==> src/eg_params.svh <==
`ifndef EG_PARAMS_SVH
`define EG_PARAMS_SVH

// Envelope level, 0 is loudest.
`define EG_LEVEL_W 10
`define EG_MAX_LEVEL 10'h3ff

// Level[9:4] pattern treated as silence.
`define EG_QUIET_HI 6'h3f

`define EG_TIMER_W 12

// Effective rate after key scaling.
`define EG_RATE_W 6
`define EG_RATE_MAX_FAST 6'd62

// Total level is in 0.75 dB steps, the envelope in 0.09375 dB steps.
`define EG_TL_SHIFT 3

`endif

==> src/eg_pkg.sv <==
`include "eg_params.svh"

package eg_pkg;

	// Envelope phase, also used as the rate select towards the register file.
	typedef enum logic [1:0]
	{
		EG_ATTACK  = 2'd0,
		EG_DECAY   = 2'd1,
		EG_SUSTAIN = 2'd2,
		EG_RELEASE = 2'd3
	} eg_state_e;

	// Attenuation.
	typedef logic [`EG_LEVEL_W-1:0] eg_level_t;

	// Rate after key scaling and clamping.
	typedef logic [`EG_RATE_W-1:0] eg_rate_t;

endpackage

==> src/eg_step_if.sv <==
`timescale 1ns/1ps

// Step decision from the rate unit to the level unit.
// inc and rate_nz only mean something while step_strobe is high.
// attack_fast is refreshed every cycle so a key-on can use it too.
interface eg_step_if;

	logic       step_strobe;  // One cycle per envelope step.
	logic [3:0] inc;          // Bit n selects an add of 1 << n.
	logic       attack_fast;  // Effective rate 62 or 63.
	logic       rate_nz;

	modport src
		(
		output step_strobe,
		output inc,
		output attack_fast,
		output rate_nz
		);

	modport dst
		(
		input step_strobe,
		input inc,
		input attack_fast,
		input rate_nz
		);

endinterface

==> src/eg_attenuator.sv <==
`timescale 1ns/1ps
`include "eg_params.svh"

module eg_attenuator
	import eg_pkg::*;
	(
	input  logic       mclk_i,
	input  logic       arst_n_i,
	input  eg_level_t  level_i,
	input  logic [6:0] tl_i,
	input  logic [1:0] ams_i,
	input  logic [5:0] lfo_am_i,
	output eg_level_t  eg_out_o
	);

	logic [6:0]  am;
	logic [11:0] sum;

	// AM depth.
	always_comb
	begin
		case (ams_i)
		2'd0:    am = 7'h00;
		2'd1:    am = {3'b000, lfo_am_i[5:2]};
		2'd2:    am = {1'b0, lfo_am_i};
		default: am = {lfo_am_i, 1'b0};
		endcase
	end

	assign sum = {2'b00, level_i}
		+ ({5'h00, tl_i} << `EG_TL_SHIFT)
		+ {5'h00, am};

	always_ff @(posedge mclk_i or negedge arst_n_i)
	begin
		if (!arst_n_i)
			eg_out_o <= `EG_MAX_LEVEL;
		else if (sum > {2'b00, `EG_MAX_LEVEL})
			eg_out_o <= `EG_MAX_LEVEL; // Saturate.
		else
			eg_out_o <= sum[9:0];
	end

endmodule

==> src/eg_key_ctrl.sv <==
`timescale 1ns/1ps

module eg_key_ctrl
	(
	input  logic mclk_i,
	input  logic arst_n_i,
	input  logic sample_i,
	input  logic kon_i,
	output logic kon_q_o,
	output logic kon_event_o,
	output logic koff_event_o,
	output logic pg_reset_o
	);

	logic kon_rise;
	logic kon_fall;

	// Edges are seen against the key state of the previous sample.
	assign kon_rise = sample_i & kon_i & ~kon_q_o;
	assign kon_fall = sample_i & ~kon_i & kon_q_o;

	always_ff @(posedge mclk_i or negedge arst_n_i)
	begin
		if (!arst_n_i)
		begin
			kon_q_o      <= 1'b0;
			kon_event_o  <= 1'b0;
			koff_event_o <= 1'b0;
		end
		else
		begin
			if (sample_i)
				kon_q_o <= kon_i;
			kon_event_o  <= kon_rise;
			koff_event_o <= kon_fall;
		end
	end

	assign pg_reset_o = kon_event_o; // Phase restarts on every key-on.

endmodule

==> src/eg_level.sv <==
`timescale 1ns/1ps
`include "eg_params.svh"

module eg_level
	import eg_pkg::*;
	(
	input  logic       mclk_i,
	input  logic       arst_n_i,
	eg_step_if.dst     step,
	input  logic       kon_q_i,
	input  logic       kon_event_i,
	input  logic       koff_event_i,
	input  logic [3:0] sl_i,
	output eg_state_e  state_o,
	output eg_level_t  level_o
	);

	eg_state_e state_q;
	eg_level_t level_q;
	eg_level_t add_lin;
	eg_level_t add_exp;
	logic      zr_reach;
	logic      sl_reach;
	logic      quiet;
	logic      step_en;

	assign zr_reach = level_q == '0;
	assign sl_reach = (level_q[9:5] == {sl_i, 1'b0}) & ~level_q[4];
	assign quiet    = level_q[9:4] == `EG_QUIET_HI;
	assign step_en  = step.rate_nz;

	// ------------------------------------------------------------------------
	// Step sizes
	// ------------------------------------------------------------------------

	assign add_lin = {6'h00, step.inc}; // 1, 2, 4 or 8.

	// Adding ~(level >> n) subtracts (level >> n) + 1.
	always_comb
	begin
		add_exp = '0;
		if (step.inc[0])
			add_exp = add_exp | ~(level_q >> 4);
		if (step.inc[1])
			add_exp = add_exp | ~(level_q >> 3);
		if (step.inc[2])
			add_exp = add_exp | ~(level_q >> 2);
		if (step.inc[3])
			add_exp = add_exp | ~(level_q >> 1);
	end

	// ------------------------------------------------------------------------
	// State and level
	// ------------------------------------------------------------------------

	always_ff @(posedge mclk_i or negedge arst_n_i)
	begin
		if (!arst_n_i)
		begin
			state_q <= EG_RELEASE;
			level_q <= `EG_MAX_LEVEL;
		end
		else if (kon_event_i)
		begin
			state_q <= EG_ATTACK;
			if (step.attack_fast)
				level_q <= '0; // Instant attack.
		end
		else if (koff_event_i)
			state_q <= EG_RELEASE;
		else if (step.step_strobe)
		begin
			case (state_q)
			EG_ATTACK:
			begin
				if (zr_reach)
					state_q <= EG_DECAY;
				else if (step.attack_fast)
					level_q <= '0;
				else if (kon_q_i & step_en)
					level_q <= level_q + add_exp;
			end
			EG_DECAY:
			begin
				if (quiet)
					level_q <= `EG_MAX_LEVEL;
				else if (sl_reach)
					state_q <= EG_SUSTAIN;
				else if (step_en)
					level_q <= level_q + add_lin;
			end
			default:
			begin
				if (quiet)
					level_q <= `EG_MAX_LEVEL; // Mute.
				else if (step_en)
					level_q <= level_q + add_lin;
			end
			endcase
		end
	end

	// Attack shows up already in the key-on cycle, like the chip's rate select.
	assign state_o = kon_event_i ? EG_ATTACK : state_q;
	assign level_o = level_q;

endmodule

==> src/eg_rate_step.sv <==
`timescale 1ns/1ps
`include "eg_params.svh"

module eg_rate_step
	import eg_pkg::*;
	(
	input  logic       mclk_i,
	input  logic       arst_n_i,
	input  logic       tick_i,
	input  logic [3:0] cnt_shift_i,
	input  logic [4:0] rate_i,
	input  logic [4:0] kcode_i,
	input  logic [1:0] ks_i,
	eg_step_if.src     step
	);

	logic [4:0] ks_add;
	logic [6:0] rate_sum;
	eg_rate_t   rate_eff;
	logic [3:0] shift_sum;
	logic       rate_ls12;
	logic       step_low;
	logic       dbl;
	logic       r12;
	logic       r13;
	logic       r14;
	logic       r15;
	logic [3:0] inc_d;

	// ------------------------------------------------------------------------
	// Effective rate
	// ------------------------------------------------------------------------

	assign ks_add   = kcode_i >> (2'd3 - ks_i);
	assign rate_sum = {1'b0, rate_i, 1'b0} + {2'b00, ks_add};

	always_comb
	begin
		if (rate_i == 5'd0)
			rate_eff = '0;
		else if (rate_sum[6])
			rate_eff = 6'h3f;
		else
			rate_eff = rate_sum[5:0];
	end

	// ------------------------------------------------------------------------
	// Increment select
	// ------------------------------------------------------------------------

	assign shift_sum = rate_eff[5:2] + cnt_shift_i; // Wraps, as in the chip.
	assign rate_ls12 = rate_eff[5:4] != 2'b11;

	// Slow rates step at most once per tick, picked by the timer shift.
	assign step_low = rate_ls12 & ((shift_sum == 4'hc)
		| (shift_sum == 4'hd & rate_eff[1])
		| (shift_sum == 4'he & rate_eff[0]));

	// Fast rates alternate between two step sizes.
	assign dbl = ~((cnt_shift_i[0] & rate_eff[1])
		| (cnt_shift_i[1:0] == 2'd0 & rate_eff[1:0] == 2'd1)
		| (cnt_shift_i[1:0] == 2'd1 & rate_eff[1:0] == 2'd3));

	assign r12 = rate_eff[5:2] == 4'hc;
	assign r13 = rate_eff[5:2] == 4'hd;
	assign r14 = rate_eff[5:2] == 4'he;
	assign r15 = rate_eff[5:2] == 4'hf;

	assign inc_d[0] = step_low | (~dbl & r12);
	assign inc_d[1] = dbl ? r12 : r13;
	assign inc_d[2] = dbl ? r13 : r14;
	assign inc_d[3] = (dbl & r14) | r15;

	always_ff @(posedge mclk_i or negedge arst_n_i)
	begin
		if (!arst_n_i)
		begin
			step.step_strobe <= 1'b0;
			step.attack_fast <= 1'b0;
		end
		else
		begin
			step.step_strobe <= tick_i;
			step.attack_fast <= rate_eff >= `EG_RATE_MAX_FAST;
		end
	end

	always_ff @(posedge mclk_i)
	begin
		if (tick_i)
		begin
			step.inc     <= inc_d;
			step.rate_nz <= rate_eff != '0;
		end
	end

endmodule

==> src/eg_timer.sv <==
`timescale 1ns/1ps
`include "eg_params.svh"

module eg_timer
	(
	input  logic       mclk_i,
	input  logic       arst_n_i,
	input  logic       sample_i,
	output logic       tick_o,
	output logic [3:0] cnt_shift_o
	);

	logic [1:0]             sub_cnt;
	logic [`EG_TIMER_W-1:0] timer_q;
	logic [`EG_TIMER_W-1:0] timer_nxt;
	logic [3:0]             shift_nxt;
	logic                   wrap;

	assign wrap = sample_i & (sub_cnt == 2'd2); // Every third sample.

	always_comb
	begin
		timer_nxt = timer_q + 1'b1;
		if (timer_nxt == '0)
			timer_nxt = 1; // Zero never shows up.
		// Lowest set bit, encoded as its position plus one.
		shift_nxt = 4'd0;
		for (int i = `EG_TIMER_W - 1; i >= 0; i--)
		begin
			if (timer_nxt[i])
				shift_nxt = 4'(i + 1);
		end
	end

	always_ff @(posedge mclk_i or negedge arst_n_i)
	begin
		if (!arst_n_i)
		begin
			sub_cnt     <= 2'd0;
			timer_q     <= '0;
			tick_o      <= 1'b0;
			cnt_shift_o <= 4'd0;
		end
		else
		begin
			tick_o <= wrap;
			if (wrap)
			begin
				sub_cnt     <= 2'd0;
				timer_q     <= timer_nxt;
				cnt_shift_o <= shift_nxt;
			end
			else if (sample_i)
				sub_cnt <= sub_cnt + 2'd1;
		end
	end

endmodule

==> src/eg_top.sv <==
`timescale 1ns/1ps

module eg_top
	import eg_pkg::*;
	(
	input  logic       mclk_i,
	input  logic       arst_n_i,
	input  logic       sample_i,
	input  logic       kon_i,
	input  logic [4:0] rate_i,
	input  logic [4:0] kcode_i,
	input  logic [1:0] ks_i,
	input  logic [3:0] sl_i,
	input  logic [6:0] tl_i,
	input  logic [1:0] ams_i,
	input  logic [5:0] lfo_am_i,
	output eg_state_e  rate_sel_o,
	output logic       pg_reset_o,
	output eg_level_t  eg_level_o,
	output eg_level_t  eg_out_o
	);

	logic       tick;
	logic [3:0] cnt_shift;
	logic       kon_q;
	logic       kon_event;
	logic       koff_event;

	eg_step_if step_if ();

	eg_timer timer_i
		(
		.mclk_i      (mclk_i),
		.arst_n_i    (arst_n_i),
		.sample_i    (sample_i),
		.tick_o      (tick),
		.cnt_shift_o (cnt_shift)
		);

	eg_rate_step rate_step_i
		(
		.mclk_i      (mclk_i),
		.arst_n_i    (arst_n_i),
		.tick_i      (tick),
		.cnt_shift_i (cnt_shift),
		.rate_i      (rate_i),
		.kcode_i     (kcode_i),
		.ks_i        (ks_i),
		.step        (step_if.src)
		);

	eg_key_ctrl key_ctrl_i
		(
		.mclk_i       (mclk_i),
		.arst_n_i     (arst_n_i),
		.sample_i     (sample_i),
		.kon_i        (kon_i),
		.kon_q_o      (kon_q),
		.kon_event_o  (kon_event),
		.koff_event_o (koff_event),
		.pg_reset_o   (pg_reset_o)
		);

	eg_level level_i
		(
		.mclk_i       (mclk_i),
		.arst_n_i     (arst_n_i),
		.step         (step_if.dst),
		.kon_q_i      (kon_q),
		.kon_event_i  (kon_event),
		.koff_event_i (koff_event),
		.sl_i         (sl_i),
		.state_o      (rate_sel_o),
		.level_o      (eg_level_o)
		);

	eg_attenuator attenuator_i
		(
		.mclk_i   (mclk_i),
		.arst_n_i (arst_n_i),
		.level_i  (eg_level_o),
		.tl_i     (tl_i),
		.ams_i    (ams_i),
		.lfo_am_i (lfo_am_i),
		.eg_out_o (eg_out_o)
		);

endmodule

==> config.mk <==
export PLATFORM = sky130hd
export DESIGN_NAME = eg_top
export DESIGN_NICKNAME = d
export VERILOG_FILES = /design/src/eg_pkg.sv /design/src/eg_step_if.sv /design/src/eg_attenuator.sv /design/src/eg_key_ctrl.sv /design/src/eg_level.sv /design/src/eg_rate_step.sv /design/src/eg_timer.sv /design/src/eg_top.sv
export VERILOG_INCLUDE_DIRS = /design/src
export SDC_FILE = /design/constraint.sdc
export NUM_CORES = 1
export LEC_CHECK = 0
export BUFFER_PORTS_ARGS = -buffer_cell sky130_fd_sc_hd__buf_2
export CELL_PAD_IN_SITES_DETAIL_PLACEMENT = 1
export CELL_PAD_IN_SITES_GLOBAL_PLACEMENT = 1
export CORE_UTILIZATION = 48
export DETAILED_ROUTE_END_ITERATION = 8
export GPL_ROUTABILITY_DRIVEN = 1
export PLACE_DENSITY = 0.87
export SETUP_SLACK_MARGIN = 0.5
export SYNTH_ARGS = -nofsm -noshare
export SYNTH_HDL_FRONTEND = slang
export SYNTH_SLANG_ARGS = --single-unit
==> constraint.sdc <==
create_clock -name mclk_i -period 6.9 [get_ports mclk_i]
set_input_delay 1.38 -clock mclk_i [delete_from_list [all_inputs] [get_ports mclk_i]]
set_output_delay 1.38 -clock mclk_i [all_outputs]
set_load 0.01 [all_outputs]
Word-level counts from Yosys, hierarchy flattened
Cells that the tools add are included.
{ "classes": {"addsub": 9, "magnitude_cmp": 2, "n_eq_ne": 25, "n_shift": 1, "mux": 45, "bitwise": 32, "reduce_logical": 13} }
{ "op_table": {"columns": ["op", "count"], "rows": [
  ["$mux 10", 16],
  ["$mux 4", 12],
  ["$or 10x10->10", 3],
  ["$eq 4x4->1 const B", 7],
  ["$pmux 7 s3", 1],
  ["$pmux 10 s2", 1],
  ["$mux 2", 9],
  ["$and 1x1->1", 15],
  ["$add 12x1->12 const B", 1],
  ["$add 12x7->12", 1],
  ["$gt 12x10->1 const B", 1],
  ["$logic_not 12->1", 1],
  ["$mux 12", 1],
  ["$mux 6", 2],
  ["$add 10x10->11", 1],
  ["$add 10x10->10", 1],
  ["$add 10x4->10", 1],
  ["$logic_not 10->1", 1],
  ["$not 6->10", 1],
  ["$not 7->10", 1],
  ["$not 8->10", 1],
  ["$not 9->10", 1],
  ["$eq 2x1->1 const B", 4],
  ["$ne 4x3->1 const B", 2],
  ["other kinds (26)", 42]
]} }
{ "totals": {"reg_bits": 51, "inputBits": 35, "elab_cells": 141} }

Longest topological paths before layout
Gate-level depths: netlist of the first run.
{ "logic_depth": {"word_depth": 16, "depth_mapped": 18} }

Modules after synthesis
Synthesis of the first run repeated with hierarchy kept, for this count alone.
{ "hier_totals": {"cells_unflattened": 562, "hier_area_um2": 5101.1} }
{ "by_module_without_submodules": {"columns": ["module", "n_inst", "cells_each", "area_each_um2", "seq_area_each_um2"], "rows": [
  ["eg_level", 1, 202, 1677.9, 315.3],
  ["eg_timer", 1, 141, 1273.7, 475.5],
  ["eg_attenuator", 1, 109, 1029.7, 262.8],
  ["eg_rate_step", 1, 103, 1002.2, 200.2],
  ["eg_key_ctrl", 1, 7, 117.6, 75.1]
]} }

Worst setup path before layout of the first run
OpenSTA, ideal clock, no wires.
{ "synth_timing": {"path_kind": "input to register", "start": "input port ks_i[0]", "end": "register rate_step_i.step.inc[0], data pin", "setup_ns": 0.273, "arrival_time_ns": 4.459, "t_required_ns": 6.627, "path_slack_ns": 2.169, "path_stages": 18, "n_path_buf": 2, "path_cell_list": "buf_2 -> mux2_2 -> nand2_1 -> o21a_1 -> inv_1 -> ha_1 -> a21o_1 -> a221o_1 -> buf_1 -> o21ai_0 -> inv_1 -> ha_1 -> a21o_1 -> a21oi_1 -> xor2_1 -> xnor2_1 -> o2111ai_1 -> o21ai_1"} }
{ "synth_via": {"elab_chain_len": 12} }
{ "synth_lines": {"columns": ["item", "line", "source"], "rows": [
  ["from (decl)", "eg_top.sv:12", "input logic [1:0] ks_i,"],
  ["$sub 2x2->2 *", "eg_rate_step.sv:34", "assign ks_add = kcode_i >> (2'd3 - ks_i);"],
  ["$shr 5x2->5 *", "eg_rate_step.sv:34", null],
  ["$add 6x5->7 *", "eg_rate_step.sv:35", "assign rate_sum = {1'b0, rate_i, 1'b0} + {2'b00, ks_add};"],
  ["$mux 6 *", "eg_rate_step.sv:41", "else if (rate_sum[6])"],
  ["$mux 6 *", "eg_rate_step.sv:39", "if (rate_i == 5'd0)"],
  ["$add 4x4->4", "eg_rate_step.sv:51", "assign shift_sum = rate_eff[5:2] + cnt_shift_i;"],
  ["$eq 4x4->1", "eg_rate_step.sv:56", "| (shift_sum == 4'hd & rate_eff[1])"],
  ["$and 1x1->1", "eg_rate_step.sv:56", null],
  ["$or 1x1->1", "eg_rate_step.sv:56", null],
  ["$or 1x1->1", "eg_rate_step.sv:57", "| (shift_sum == 4'he & rate_eff[0]));"],
  ["$and 1x1->1", "eg_rate_step.sv:55", "assign step_low = rate_ls12 & ((shift_sum == 4'hc)"],
  ["$or 1x1->1 *", "eg_rate_step.sv:69", "assign inc_d[0] = step_low | (~dbl & r12);"],
  ["named net rate_step_i.inc_d[0]", "eg_rate_step.sv:28", "logic [3:0] inc_d;"],
  ["to (signal assigned)", "eg_rate_step.sv:92", "step.inc <= inc_d;"],
  ["to (decl)", "eg_step_if.sv:16", "output inc,"]
]} }
Mark *: on every way through the listed nets, which the timed path passes. The rest lies on a longest branch.
A chain may end at the register's enable or synchronous reset.

Worst setup path in the final report of the first run
Ends and elaborated chain as after synthesis.

==> impl_metrics.ini, run 1 <==
[outcome]
status = completed

[worst_setup_path]
cp_max_fo = 13
cp_slowest_cell = a221o_1
critical-path-max-stage-delay_ns = 0.48
endpoint_kind = flip-flop
worstSetupStartpointType = input pin
crit_required_ns = 7.06
r2r-start = level_i.level_o[3]$_DFFE_PN1P_
path_cells = buf_2 > mux2_2 > nand2_1 > o21a_1 > inv_1 > ha_1 > a21o_1 > a221o_1 > o21ai_0 > inv_1 > ha_1 > a21o_1 > a21oi_1 > xor2_1 > xnor2_1 > o2111ai_1 > o21ai_1
critPathKind = in -> reg
arrival_ns = 4.93
startpoint = ks_i[0]

[layout]
multiInputGateArea_um2 = 3120
syn2layout_area_growth_pct = 10.0
regArea_um2 = 1330
final_layout_size_suffix_gt1_share_pct = 18.0
fin_nets = 671
final_cell_mix = buf_2 (57), nand2_1 (53), nor2_1 (49)
fin_util_pct = 55.2
final_common_cell = buf_2
antenna_cells = 0
nFillCells = 1149

[clocking]
h-tree-depth = 2
postCtsSetupBuffers = 0
cts_buffers = 5
clock_sinks = 51
cts_tree = done
post_cts_resized = 0
hold_buffers = 0
cts.clk_slew.worst_paths_ns = 0.10
cts-root-buf = clkbuf_8
clockBufferDepth = 2
clock_latency_ns = 0.31

[floorplan]
row_count = 35
fp.coreArea_um2 = 9330
die-area_um2 = 10100
die_width_um = 101
start_util_pct = 50.1
io_pins = 58
die_h_um = 101

[place]
io_buffer_count = 57
dp.final_hpwl_um = 9570
place_ws_ns = 1.81
gp_congestion = 0.867

[timing]
final-setup-viol-count = 0
hold_ws_ns = 0.501
finClkSkew_ns = 0.00902
hold_viol = 0
grt_setup_unrepaired = no
finalMaxSlewViolations = 0
relSlewSlack_pct = 36.8
worst_pin_slew_ns = 0.948
period_needed_ns = 4.77
max_freq_ghz = 0.210
postLayoutSetupSlackWorst_ns = 2.13
setup_tns_ns = 0
fin_crit_sh_pct = 69.1

[route]
viasPerCell = 5.92
drt_pre_antenna_iters = 4
drt_wl_total_um = 12300
post-route-drc-count = 0
vias = 4287
antenna_left = 0
drtIter0Drc = 102
wl_per_cell_um = 17.0

[global_route]
grt_pass1_wl_um = 21100
globalRouteOverflowTotal = 0
antenna_found_initial = 0
grt_pass1_vias = 4604
grt_util_all_layers_pct = 25.8
grt_max_degree = 47

[synth]
ys_ff_latch = 51
synth_cell_type_count = 75
synth_top_area_share_pct = 12.8
synth.area.top_cells = dfrtp_1 (13%), dfstp_2 (12%), ha_1 (9.6%)
synthFlopType = dfrtp_1
syn_area_um2 = 4680
syn_nets = 629
synthArstFlopShare_pct = 90.2
netlist_instances = 552
synth_edf_count = 5
avgSynthCellArea_um2 = 8.47
ys.warnings.count = 0
synth_seq_area_share_pct = 28.4
yosysTopAreaCell = dfrtp_1

[hold_path]
worstHoldStart = key_ctrl_i.kon_q_o$_DFFE_PN0P_
hp-class = reg -> reg

[power_and_ir_drop]
powerDensity_nw_per_um2 = 389
power.leakage_nw = 2.31
p_total_w = 0.00200
max-vdd-ir-drop_v = 0.000167

[flow_run]
maxCapViolCount = 0
## Yosys cell counts, types with 4 or more instances
master / count
a21o_1: 14
a211oi_1: 4
nand2_1: 53
nor2_1: 49
clkbuf_1: 13
xor2_1: 16
nand4_1: 8
nor2b_1: 15
or2_2: 5
o21ai_0: 30
fa_1: 6
ha_1: 36
and3_1: 10
nand3_1: 12
buf_2: 7
a22oi_1: 6
dfrtp_1: 24
mux2i_1: 9
nor3b_1: 5
nand2b_1: 7
o21bai_1: 5
o221ai_1: 10
a21oi_1: 35
inv_1: 29
dfstp_2: 22
nor3_1: 5
xnor2_1: 29
edfxtp_1: 5
a31oi_1: 4
o21ai_1: 7
o211ai_1: 6
## state kept, by name (all words and copies together), names as in the netlist, 2 cells and up
register / cells
attenuator_i.eg_out_o: 10
level_i.level_o: 10
level_i.state_q: 2
rate_step_i.step.inc: 4
timer_i.cnt_shift_o: 4
timer_i.sub_cnt: 2
timer_i.timer_q: 12
## stage by stage
step	cell area [um2]	std cells
global placement	5020	716
detailed placement	5020	716
floorplan	4680	552
CTS	5150	724
global route	5150	724
finish	5150	724
## final cells by class
cell class	count	area share [%]
tap	129	3.14
inverter	32	2.33
clock buffer	6	1.60
clock inverter	2	0.754
multi-input combinational	446	60.7
sequential	51	25.8
timing repair buffer	58	5.69
## path summary, 6_finish.rpt
kind                                                      endpoint  slack (ns)  cells after the start
worst min-delay path              key_ctrl_i.kon_event_o$_DFF_PN0_        0.50                      1
worst max register to register  attenuator_i.eg_out_o[2]$_DFF_PN1_        3.56                      9
worst min register to register    key_ctrl_i.kon_event_o$_DFF_PN0_        0.50                      1
worst max-delay path             rate_step_i.step.inc[0]$_DFFE_PP_        2.13                     17
max in group asynchronous       timer_i.cnt_shift_o[2]$_DFFE_PN0P_        5.34                      2
min in group asynchronous           timer_i.sub_cnt[0]$_DFFE_PN0P_        1.16                      2
## routing by layer
metal  wire length (um)  vias up  GRT usage, %
li1                   -     2069             -
met1               5330     2122          30.5
met2               6440       75          49.3
met3                332       21          3.05
met4                210        0          6.35
met5                  0        -             0
## kinds of logic (layout without fill, tap and decap cells)
family          count (synthesis)  in the layout  synth area share, %
mux                            12             12                 2.89
simple gates                  192            192                 20.8
flops                          51             51                 28.4
fa+ha+maj                      42             42                 12.2
buf+inv                        55             98                 4.84
compound gates                155            155                 22.4
xor+xnor                       45             45                 8.43
## critical path: cells and delay by family
family / cells / cell delay, ns
fa+ha+maj: 2 / 0.56
compound gates: 8 / 1.89
xor+xnor: 2 / 0.39
mux: 1 / 0.34
buf+inv: 3 / 0.30
simple gates: 1 / 0.07
## power breakdown
group	switching, W	internal [W]
Clock	0.000104	0.000119
Sequential	0.000142	0.000440
Combinational	0.000672	0.000522
Total	0.000919	0.00108
(Power assumes the default switching activity.)
==> inputs of run 2 (changes only) <==
--- a/config.mk
+++ b/config.mk
@@ -9,10 +9,10 @@
 export BUFFER_PORTS_ARGS = -buffer_cell sky130_fd_sc_hd__buf_2
 export CELL_PAD_IN_SITES_DETAIL_PLACEMENT = 1
 export CELL_PAD_IN_SITES_GLOBAL_PLACEMENT = 1
-export CORE_UTILIZATION = 48
+export CORE_UTILIZATION = 40
 export DETAILED_ROUTE_END_ITERATION = 8
 export GPL_ROUTABILITY_DRIVEN = 1
-export PLACE_DENSITY = 0.87
+export PLACE_DENSITY = 0.78
 export SETUP_SLACK_MARGIN = 0.5
 export SYNTH_ARGS = -nofsm -noshare
 export SYNTH_HDL_FRONTEND = slang
==> constraint.sdc (replaced) <==
create_clock -name mclk_i -period 4 [get_ports mclk_i]
set_input_delay 0.8 -clock mclk_i [delete_from_list [all_inputs] [get_ports mclk_i]]
set_output_delay 0.8 -clock mclk_i [all_outputs]
set_load 0.01 [all_outputs]
==> impl_metrics.ini, run 2 (same netlist as run 1, synthesis figures left out) <==
[worst_setup_path]
r2r-start = level_i.level_o[3]$_DFFE_PN1P_
crit_required_ns = 4.03
arrival_ns = 3.58
r2r-end = level_i.level_o[6]$_DFFE_PN1P_
reg2reg_slack_ns = 0.76
worstSetupStartpointType = input pin
critPathKind = in -> reg
endpoint_kind = flip-flop
r2r_cells = 12
cp_max_fo = 6

[layout]
final_cell_mix = buf_2 (56), nand2_1 (52), nor2_1 (49)
fin_nets = 681
nFillCells = 1388
final_common_cell = buf_2
largest_reg_flops = 12
antenna_cells = 0
top_register = timer_i.timer_q
syn2layout_area_growth_pct = 14.1
final_layout_size_suffix_gt1_share_pct = 20.7
design_area_um2 = 5340

[global_route]
grt_max_degree = 31
grt_pass1_wl_um = 21300
top_usage_layer = met2
use_met2_pct = 43.0
met3_usage_pct = 2.65
globalRouteOverflowTotal = 0
use_met1_pct = 26.1
grt_pass1_vias = 4570
antenna_found_initial = 0
grt_util_all_layers_pct = 22.4

[clocking]
h-tree-depth = 2
hold_buffers = 0
cts_buffers = 5
clock_sinks = 51
cts.clk_slew.worst_paths_ns = 0.08
cts_tree = done
clock_latency_ns = 0.30
clockBufferDepth = 2
cts-root-buf = clkbuf_16

[route]
post-route-drc-count = 0
vias = 4337
wl_per_cell_um = 16.9
drt_wl_total_um = 12700
drt_pre_antenna_iters = 4
drtIter0Drc = 147
antenna_left = 0
viasPerCell = 5.80

[place]
io_buffer_count = 57
dp.final_hpwl_um = 9880
placed_area_um2 = 5110
place_ws_ns = 0.0282
gp_congestion = 0.856

[floorplan]
row_count = 39
fp.coreArea_um2 = 11400
die-area_um2 = 12100
die_width_um = 110
start_util_pct = 41.0
die_h_um = 110
io_pins = 58

[hold_path]
hold-path-endpoint = key_ctrl_i.kon_event_o$_DFF_PN0_
whs_path_depth = 1
worstHoldStart = key_ctrl_i.kon_q_o$_DFFE_PN0P_
hp-class = reg -> reg

[power_and_ir_drop]
max-vdd-ir-drop_v = 0.000300
power.leakage_nw = 2.39
powerDensity_nw_per_um2 = 673

[timing]
final-setup-viol-count = 0
finClkSkew_ns = 0.00994
relSlewSlack_pct = 35.0
max_freq_ghz = 0.282
setup_tns_ns = 0
grt_setup_unrepaired = yes
finalMaxSlewViolations = 0
fin_crit_sh_pct = 88.7
postLayoutSetupSlackWorst_ns = 0.451
worst_pin_slew_ns = 0.975
period_needed_ns = 3.55
hold_viol = 0

[outcome]
status = completed

[flow_run]
maxCapViolCount = 0
[run 2: changes by cell type in the layout (fill, tap and decap cells not counted), sizes merged]
cell	before	now
inv	30	29
clkinv	3	5
buf	58	68
clkbuf	6	5
[run 2: critical path, cell delays in order]
cell	delay (ns)
buf_8	0.11
mux2_4	0.29
nand2_2	0.05
o21a_1	0.13
inv_1	0.05
ha_1	0.26
a21o_1	0.20
a221o_1	0.41
o21a_1	0.21
ha_1	0.21
inv_1	0.09
fa_1	0.41
nand2b_1	0.09
a221oi_1	0.08
o2111ai_1	0.11
o21ai_1	0.09
[run 2: worst max-delay path by stage]
stage / from / cells past startpoint / slack, ns / endpoint
after detailed placement: ks_i[0] / 17 / 0.03 / rate_step_i.step.inc[0]$_DFFE_PP_
after floorplan: ks_i[0] / 18 / 0.22 / rate_step_i.step.inc[0]$_DFFE_PP_
after global placement: ks_i[0] / 17 / 0.16 / rate_step_i.step.inc[0]$_DFFE_PP_
after global routing: ks_i[0] / 17 / 0.32 / rate_step_i.step.inc[0]$_DFFE_PP_
after CTS: ks_i[0] / 17 / 0.45 / rate_step_i.step.inc[0]$_DFFE_PP_
final: ks_i[0] / 16 / 0.45 / rate_step_i.step.inc[0]$_DFFE_PP_
[run 2: per-layer routing]
layer | up-vias | routed length [um] | share of wire, %
met5 | - | 0 | 0
met4 | 0 | 150 | 1.2
met3 | 12 | 287 | 2.3
met2 | 56 | 6810 | 54
met1 | 2164 | 5430 | 43
li1 | 2105 | - | -
[run 2: per-stage QoR]
| stage | instances | hold slack (ns) | utilization, % | power, W |
|---|---|---|---|---|
| global placement | 736 | 0.454 | 44.7 | 0.00299 |
| floorplan | 552 | 0.423 | - | 0.00251 |
| CTS | 745 | 0.479 | 46.3 | 0.00360 |
| global route | 748 | 0.517 | 46.7 | 0.00390 |
| finish | 748 | 0.474 | 46.7 | 0.00359 |
| detailed placement | 736 | 0.468 | 44.7 | 0.00308 |
[run 2: repair_timing]
action,4_1_cts,5_1_grt
gates resized for setup,2,8
pin swaps,2,10
setup endpoints to repair,2,3
setup buffers,1,3
[run 2: cell type report]
| type | instances | area (um2) | area share (%) |
|---|---|---|---|
| Multi-Input combinational cell | 446 | 3170 | 59.4 |
| Sequential cell | 51 | 1330 | 24.9 |
| Timing Repair Buffer | 68 | 378 | 7.08 |
| Tap cell | 143 | 179 | 3.35 |
| Clock buffer | 5 | 125 | 2.34 |
| Inverter | 32 | 120 | 2.25 |
| Clock inverter | 3 | 38.8 | 0.727 |
[run 2: power breakdown]
part	leakage, nW	switching (W)	internal (W)
registers	0.593	0.000229	0.000759
clock network	0.0812	0.000203	0.000293
logic	1.72	0.00117	0.000933
total	2.39	0.00161	0.00198
